$ cat src/hdl/uop_pkg.sv
package uop_pkg;

    // ROM geometry
    localparam int ROM_ADDR_W = 6;
    localparam int ROM_ROWS   = 1 << ROM_ADDR_W;

    // Defaults for the top-level parameters
    localparam int DE_DEPTH_DEF   = 2;
    localparam int RN_CREDITS_DEF = 4;

    // Row index into the microcode ROM
    typedef logic [ROM_ADDR_W-1:0] t_rom_addr;

    // Plain micro-op, trap bit clear
    typedef struct packed {
        logic       trap;
        logic       eom;      // last uop of the macro
        logic [7:0] opcode;
        logic [4:0] dst;
        logic [4:0] src1;
        logic [4:0] src2;
        logic [6:0] imm;
    } t_uop_normal;

    // Trap-to-microcode op, trap bit set
    typedef struct packed {
        logic       trap;
        logic       pad;
        t_rom_addr  rom_addr;   // first ROM row of the flow
        logic [23:0] code;      // rides along, sequencer ignores it
    } t_uop_trap;

    // Top bit picks the view
    typedef union packed {
        t_uop_normal normal;
        t_uop_trap   trap;
    } t_uop_word;

endpackage

$ cat src/hdl/ucode_rom.sv
`timescale 1ns/1ps

module ucode_rom (
    input  uop_pkg::t_rom_addr rom_addr,
    output uop_pkg::t_uop_word rom_word
);

    // Stand-in microcode, one normal uop per row
    uop_pkg::t_uop_word rom_table [uop_pkg::ROM_ROWS];

    // Row contents derived from the row index
    function automatic uop_pkg::t_uop_word rom_row(input uop_pkg::t_rom_addr r);
        uop_pkg::t_uop_word w;
        w = '0;
        w.normal.trap   = 1'b0;
        w.normal.opcode = 8'(r);
        w.normal.dst    = {1'b0, r[3:0]};
        w.normal.src1   = {1'b0, ~r[3:0]};
        // Flow ends every eight rows
        // and always at the last row
        w.normal.eom    = (r[2:0] == 3'b111)
                       || (r == uop_pkg::t_rom_addr'(uop_pkg::ROM_ROWS - 1));
        return w;
    endfunction

    // Fill the whole table
    always_comb begin
        for (int i = 0; i < uop_pkg::ROM_ROWS; i++) begin
            rom_table[i] = rom_row(uop_pkg::t_rom_addr'(i));
        end
    end

    // Asynchronous row read
    assign rom_word = rom_table[rom_addr];

endmodule

$ cat src/hdl/decode_queue.sv
`timescale 1ns/1ps

module decode_queue #(
    parameter int DE_DEPTH = 2
) (
    input  logic               clk,
    input  logic               reset,
    input  logic               nuke,
    input  logic               in_valid,
    input  uop_pkg::t_uop_word in_word,
    output logic               in_credit,
    output logic               head_valid,
    output uop_pkg::t_uop_word head_word,
    input  logic               head_pop
);

    localparam int PTR_W = (DE_DEPTH > 1) ? $clog2(DE_DEPTH) : 1;
    localparam int CNT_W = $clog2(DE_DEPTH + 1);

    uop_pkg::t_uop_word mem [DE_DEPTH];

    logic [PTR_W-1:0] wr_ptr;
    logic [PTR_W-1:0] rd_ptr;
    logic [CNT_W-1:0] count;
    logic             full;
    logic             push;
    logic             pop;
    logic             credit_q;

    // Wrap at DE_DEPTH, not at a power of two
    function automatic logic [PTR_W-1:0] ptr_inc(input logic [PTR_W-1:0] p);
        if (p == PTR_W'(DE_DEPTH - 1)) begin
            return '0;
        end
        return p + 1'b1;
    endfunction

    assign full       = (count == CNT_W'(DE_DEPTH));
    assign push       = in_valid & ~full & ~nuke;
    assign pop        = head_pop & head_valid;
    assign head_valid = (count != '0);
    assign head_word  = mem[rd_ptr];
    assign in_credit  = credit_q;

    // Pointers, occupancy, credit return
    always_ff @(posedge clk) begin
        if (reset || nuke) begin
            // Flushed entries never return credits
            wr_ptr   <= '0;
            rd_ptr   <= '0;
            count    <= '0;
            credit_q <= 1'b0;
        end else begin
            if (push) begin
                wr_ptr <= ptr_inc(wr_ptr);
            end
            if (pop) begin
                rd_ptr <= ptr_inc(rd_ptr);
            end
            case ({push, pop})
                2'b10:   count <= count + 1'b1;
                2'b01:   count <= count - 1'b1;
                default: count <= count;
            endcase
            // One credit per pop, a cycle later
            credit_q <= pop;
        end
    end

    // Storage
    always_ff @(posedge clk) begin
        if (push) begin
            mem[wr_ptr] <= in_word;
        end
    end

endmodule

$ cat src/hdl/rename_credit.sv
`timescale 1ns/1ps

module rename_credit #(
    parameter int RN_CREDITS = 4
) (
    input  logic clk,
    input  logic reset,
    input  logic send,
    input  logic rn_credit,
    output logic can_send
);

    localparam int CNT_W = $clog2(RN_CREDITS + 1);

    logic [CNT_W-1:0] count;
    logic [CNT_W-1:0] count_nxt;
    logic             at_max;
    logic             at_zero;

    assign at_max  = (count == CNT_W'(RN_CREDITS));
    assign at_zero = (count == '0);

    // Free rename slots left
    assign can_send = ~at_zero;

    // Up/down with saturation at both ends
    always_comb begin
        count_nxt = count;
        case ({send, rn_credit})
            2'b10: begin
                if (!at_zero) begin
                    count_nxt = count - 1'b1;
                end
            end
            2'b01: begin
                // Spurious extra credits are dropped
                if (!at_max) begin
                    count_nxt = count + 1'b1;
                end
            end
            // Send and return cancel out
            default: count_nxt = count;
        endcase
    end

    always_ff @(posedge clk) begin
        if (reset) begin
            // Rename starts fully open
            count <= CNT_W'(RN_CREDITS);
        end else begin
            count <= count_nxt;
        end
    end

endmodule

$ cat src/hdl/ucode_seq.sv
`timescale 1ns/1ps

module ucode_seq (
    input  logic               clk,
    input  logic               reset,
    input  logic               nuke,
    input  logic               head_valid,
    input  uop_pkg::t_uop_word head_word,
    output logic               head_pop,
    input  logic               can_send,
    output logic               send,
    output uop_pkg::t_rom_addr rom_addr,
    input  uop_pkg::t_uop_word rom_word,
    output logic               out_valid,
    output uop_pkg::t_uop_word out_word
);

    typedef enum logic {
        UC_IDLE,
        UC_FETCH
    } t_uc_fsm;

    t_uc_fsm            fsm;
    t_uc_fsm            fsm_nxt;
    uop_pkg::t_rom_addr useq_pc;
    uop_pkg::t_rom_addr useq_pc_nxt;
    logic               head_is_trap;

    // Top bit sits in the same place in both views
    assign head_is_trap = head_word.trap.trap;

    // ROM is always addressed by the program counter
    assign rom_addr = useq_pc;

    // Output steering
    always_comb begin
        out_valid = 1'b0;
        out_word  = head_word;
        head_pop  = 1'b0;
        case (fsm)
            UC_IDLE: begin
                // Normal uops go straight through
                out_valid = head_valid & ~head_is_trap & can_send;
                head_pop  = out_valid;
            end
            UC_FETCH: begin
                out_valid = can_send;
                out_word  = rom_word;
                // Trap retires with its last row
                head_pop  = can_send & rom_word.normal.eom;
            end
            default: begin
                out_valid = 1'b0;
            end
        endcase
    end

    assign send = out_valid;

    // Next state and program counter
    always_comb begin
        fsm_nxt     = fsm;
        useq_pc_nxt = useq_pc;
        case (fsm)
            UC_IDLE: begin
                if (head_valid && head_is_trap) begin
                    fsm_nxt     = UC_FETCH;
                    useq_pc_nxt = head_word.trap.rom_addr;
                end
            end
            UC_FETCH: begin
                // Holds under rename back-pressure
                if (send) begin
                    useq_pc_nxt = useq_pc + 1'b1;
                end
                if (head_pop) begin
                    fsm_nxt = UC_IDLE;
                end
            end
            default: fsm_nxt = UC_IDLE;
        endcase
        // Flush abandons any flow in progress
        if (nuke) begin
            fsm_nxt = UC_IDLE;
        end
    end

    always_ff @(posedge clk) begin
        if (reset) begin
            fsm     <= UC_IDLE;
            useq_pc <= '0;
        end else begin
            fsm     <= fsm_nxt;
            useq_pc <= useq_pc_nxt;
        end
    end

endmodule

$ cat src/hdl/frontend_ucode_top.sv
`timescale 1ns/1ps

module frontend_ucode_top #(
    parameter int DE_DEPTH   = uop_pkg::DE_DEPTH_DEF,
    parameter int RN_CREDITS = uop_pkg::RN_CREDITS_DEF
) (
    input  logic               clk,
    input  logic               reset,
    input  logic               nuke,
    input  logic               in_valid,
    input  uop_pkg::t_uop_word in_word,
    output logic               in_credit,
    output logic               out_valid,
    output uop_pkg::t_uop_word out_word,
    input  logic               rn_credit
);

    // Queue head toward the sequencer
    logic               head_valid;
    uop_pkg::t_uop_word head_word;
    logic               head_pop;

    // ROM lookup
    uop_pkg::t_rom_addr rom_addr;
    uop_pkg::t_uop_word rom_word;

    // Rename slot tracking
    logic               send;
    logic               can_send;

    decode_queue #(
        .DE_DEPTH   (DE_DEPTH)
    ) u_decode_queue (
        .clk        (clk),
        .reset      (reset),
        .nuke       (nuke),
        .in_valid   (in_valid),
        .in_word    (in_word),
        .in_credit  (in_credit),
        .head_valid (head_valid),
        .head_word  (head_word),
        .head_pop   (head_pop)
    );

    ucode_seq u_ucode_seq (
        .clk        (clk),
        .reset      (reset),
        .nuke       (nuke),
        .head_valid (head_valid),
        .head_word  (head_word),
        .head_pop   (head_pop),
        .can_send   (can_send),
        .send       (send),
        .rom_addr   (rom_addr),
        .rom_word   (rom_word),
        .out_valid  (out_valid),
        .out_word   (out_word)
    );

    ucode_rom u_ucode_rom (
        .rom_addr   (rom_addr),
        .rom_word   (rom_word)
    );

    rename_credit #(
        .RN_CREDITS (RN_CREDITS)
    ) u_rename_credit (
        .clk        (clk),
        .reset      (reset),
        .send       (send),
        .rn_credit  (rn_credit),
        .can_send   (can_send)
    );

endmodule

$ cat config.mk
export PLATFORM = sky130hd
export DESIGN_NAME = frontend_ucode_top
export DESIGN_NICKNAME = d
export VERILOG_FILES = /design/src/hdl/uop_pkg.sv /design/src/hdl/ucode_rom.sv /design/src/hdl/decode_queue.sv /design/src/hdl/rename_credit.sv /design/src/hdl/ucode_seq.sv /design/src/hdl/frontend_ucode_top.sv
export SDC_FILE = /design/constraint.sdc
export NUM_CORES = 1
export LEC_CHECK = 0
export ABC_AREA = 1
export BUFFER_PORTS_ARGS = -buffer_cell sky130_fd_sc_hd__buf_2
export CAP_MARGIN = 20
export CORE_UTILIZATION = 30
export CTS_CLUSTER_SIZE = 25
export DETAILED_ROUTE_END_ITERATION = 8
export MAX_ROUTING_LAYER = met4
export SYNTH_ARGS = -nofsm -noshare
export SYNTH_HDL_FRONTEND = slang
export SYNTH_SLANG_ARGS = --single-unit
$ cat constraint.sdc
create_clock -name clk -period 3.6 [get_ports clk]
set_input_delay 0 -clock clk [delete_from_list [all_inputs] [get_ports clk]]
set_output_delay 0 -clock clk [all_outputs]
set_load 0.02 [all_outputs]
==> impl_metrics.env <==
export IMPL_status="finished, final reports clean"
export IMPL_worstMarginPinSlew_ns=1.005
export IMPL_fin_skew_ns=0.006132
export IMPL_drv_cap=0
export IMPL_stdcell_count=568
export IMPL_design_core_area_um2=11030
export IMPL_fin_hold_ws_ns=0.06367
export IMPL_synth_fp_nets=358
export IMPL_clkPwrFrac=0.403
export IMPL_clock_sinks=80
export IMPL_ys_seq_elements=80
export IMPL_synth_area_leader_cell="edfxtp_1"
export IMPL_switching_power_mw=0.4940
export IMPL_critPathLaunchType="register"
export IMPL_clock_root_buffer="clkbuf_16"
export IMPL_die_area_um2=11910
export IMPL_cts_path_max_buffers=2
export IMPL_seq_power_share=0.504
export IMPL_fillers=1087
export IMPL_dp_hpwl_um=4796
export IMPL_vdd_ir_drop_max_mv=0.3451
export IMPL_finalInstanceArea_um2=4562
export IMPL_synthTopCellsByArea="edfxtp_1 (56%), dfxtp_1 (9.3%), nor2_1 (7.3%), o21ai_0 (4.2%), nand2_1 (3.7%)"
export IMPL_die_height_um=109.1
export IMPL_cp_end_kind="register"
export IMPL_grt_overflow=0
export IMPL_swShare=0.2379
export IMPL_start_util=0.3122
export IMPL_synth_top_area_frac=0.5581
export IMPL_fin_crit_sh=0.5763
export IMPL_antenna_cells=0
export IMPL_finalPower_mw=2.076
export IMPL_slew_violations=0
export IMPL_cts_made_buffers=9
export IMPL_cts_tree="built"
export IMPL_combPwrFrac=0.093
export IMPL_syn_avg_cell_area_um2=10.93
export IMPL_grt_pass1_vias=2468
export IMPL_hp_class="primary input to register"
export IMPL_grt_max_degree=33
export IMPL_path_class="register to register"
export IMPL_placed_cell_area_um2=3921
export IMPL_io_pins=71
export IMPL_synthToLayoutAreaGrowth_pct=32.49
export IMPL_vias=2561
export IMPL_finalCriticalPeriod_ns=2.075
export IMPL_final_util=0.4136
export IMPL_grtUsageTotal=0.1416
export IMPL_wl_per_cell_um=13.38
export IMPL_setup_viol=0
export IMPL_leakage_nw=1.823
export IMPL_rows=38
export IMPL_chipWidth_um=109.1
export IMPL_arrival_ns=2.30
export IMPL_synth_seq_area_share=0.6512
export IMPL_fin_tns_setup_ns=0
export IMPL_fmax_ghz=0.4820
export IMPL_dr_first_iter_drc_count=124
export IMPL_cts_max_level=3
export IMPL_cts_resized=0
export IMPL_firstDrtPassIters=6
export IMPL_dpl_cell_count=517
export IMPL_via_per_inst=4.509
export IMPL_ys_types=33
export IMPL_worstPathMaxFanout=10
export IMPL_remaining_drc_errors=0
export IMPL_final_nets=467
export IMPL_place_ws_ns=1.514
export IMPL_totalWireLength_um=7599
export IMPL_synthCells=315
export IMPL_clk_latency_ns=0.34
export IMPL_gp_congestion=0.7827
export IMPL_antenna_found_initial=0
export IMPL_hold_viol_final=0
export IMPL_ys_warn_count=0
export IMPL_power_density_nw_per_um2=455.1
export IMPL_grt_pass1_wl_um=12130
export IMPL_worst_slack_ns=1.525
export IMPL_intPower_mw=1.582
export IMPL_path_clk_slew_ns=0.06
export IMPL_drive_above_1_share=0.2710
export IMPL_synth_area_um2=3443
export IMPL_rsz0062_at_grt="no"
export IMPL_max_slew_margin_rel=0.3287
export IMPL_cp_required_ns=3.83
export IMPL_port_buffers=70
export IMPL_ant_nets=0
## synthesized netlist by cell type
| library cell | number |
|---|---|
| edfxtp_1 | 64 |
| a21boi_1 | 3 |
| buf_2 | 2 |
| nor2_2 | 2 |
| or2_2 | 2 |
| nand2_1 | 34 |
| a21oi_1 | 9 |
| nand3_1 | 4 |
| nand3_2 | 4 |
| buf_4 | 1 |
| o21ai_0 | 29 |
| inv_1 | 24 |
| o211ai_2 | 1 |
| o22ai_1 | 3 |
| nor3_1 | 1 |
| inv_4 | 1 |
| clkbuf_1 | 3 |
| xnor2_1 | 1 |
| buf_6 | 5 |
| nand2_2 | 6 |
| or2_1 | 1 |
| ha_1 | 5 |
| fa_1 | 1 |
| o21ai_1 | 12 |
| o211ai_1 | 3 |
| nand2_4 | 2 |
| nor2_1 | 67 |
| a21oi_2 | 1 |
| inv_2 | 2 |
| or2_0 | 2 |
| o21ai_2 | 3 |
| dfxtp_1 | 16 |
| nor2_4 | 1 |
## cell usage in the layout (no fill, tap or decap), types with 2 or more instances in the layout
cell            n
inv_6           2
o21ai_1        12
nand2_2         6
or2_0           2
edfxtp_1       64
inv_1          24
buf_2          70
clkinvlp_4      3
o21ai_0        29
nand3_2         4
nand2_1        34
nand3_1         4
or2_2           2
o22ai_1         3
dlygate4sd3_1  35
nor2_2          2
a21boi_1        3
o21ai_2         3
ha_1            5
nand2_4         2
inv_2           2
buf_4           3
a21oi_1         9
o211ai_1        3
nor2_4          3
nor2_1         65
clkbuf_16       9
dfxtp_1        16
## logic make-up after synthesis
kind of cell	count (synthesis)	share of synthesized area
compound gates	64	0.1050
xor+xnor	1	0.002544
fa+ha+maj	6	0.02398
buf+inv	38	0.05487
flops	80	0.6512
simple gates	126	0.1624
## sequential cells by signal, summed over array words and instances, names as in the netlist, named ones only
register and flops:
u_rename_credit.count 3, u_decode_queue.mem 64, u_decode_queue.wr_ptr 1, u_decode_queue.rd_ptr 1, u_decode_queue.in_credit 1, u_ucode_seq.rom_addr 6
u_decode_queue.count 2, u_ucode_seq.fsm 1
## final timing paths
path / depth (start not counted) / start / to / slack [ns]
worst max register to register: 10 / register / u_rename_credit.count[1] / 1.53
worst max-delay path: 10 / register / u_rename_credit.count[1] / 1.53
worst min register to register: 2 / u_rename_credit.count[0] / u_rename_credit.count[0] / 0.52
worst min-delay path: 3 / in_valid / u_decode_queue.wr_ptr / 0.06
## power by group through the flow
stage          Combinational [mW]  Sequential [mW]  Clock [mW]
2_1_floorplan               0.102             1.06           0
3_3_place_gp                0.159             1.07           0
3_5_place_dp                0.164             1.07           0
4_1_cts                     0.194             1.05       0.858
5_1_grt                     0.215             1.05       0.896
6_report                    0.193             1.05       0.837
## metal layers
metal	up-vias	GRT usage	part of all wire
li1	1289	-	-
met4	0	0.03764	0.010
met3	9	0.05260	0.058
met2	68	0.2246	0.46
met5	-	-	0
met1	1195	0.1688	0.47
## worst max-delay path, cell delays in order, from the launching register on
cell     delay, ns
dfxtp_1       0.51
nand2_1       0.16
nand2_2       0.10
nand3_2       0.10
nand2_1       0.12
inv_1         0.05
ha_1          0.20
inv_1         0.09
fa_1          0.41
o21ai_0       0.17
nor2_1        0.05
## layout make-up
class / instances / area, um2 / area share
sequential: 80 / 2242 / 0.4915
multi-input combinational: 197 / 1027 / 0.2252
timing repair buffer: 109 / 743.2 / 0.1629
clock buffer: 9 / 225.2 / 0.04937
tap: 140 / 175.2 / 0.03840
inverter: 27 / 103.9 / 0.02276
clock inverter: 6 / 45.04 / 0.009874
## what timing repair did
| action | 4_1_cts | 5_1_grt |
|---|---|---|
| setup buffers | 0 | 0 |
| hold endpoints to repair | 68 | 0 |
| hold buffers | 35 | 0 |
(Power assumes the default switching activity.)
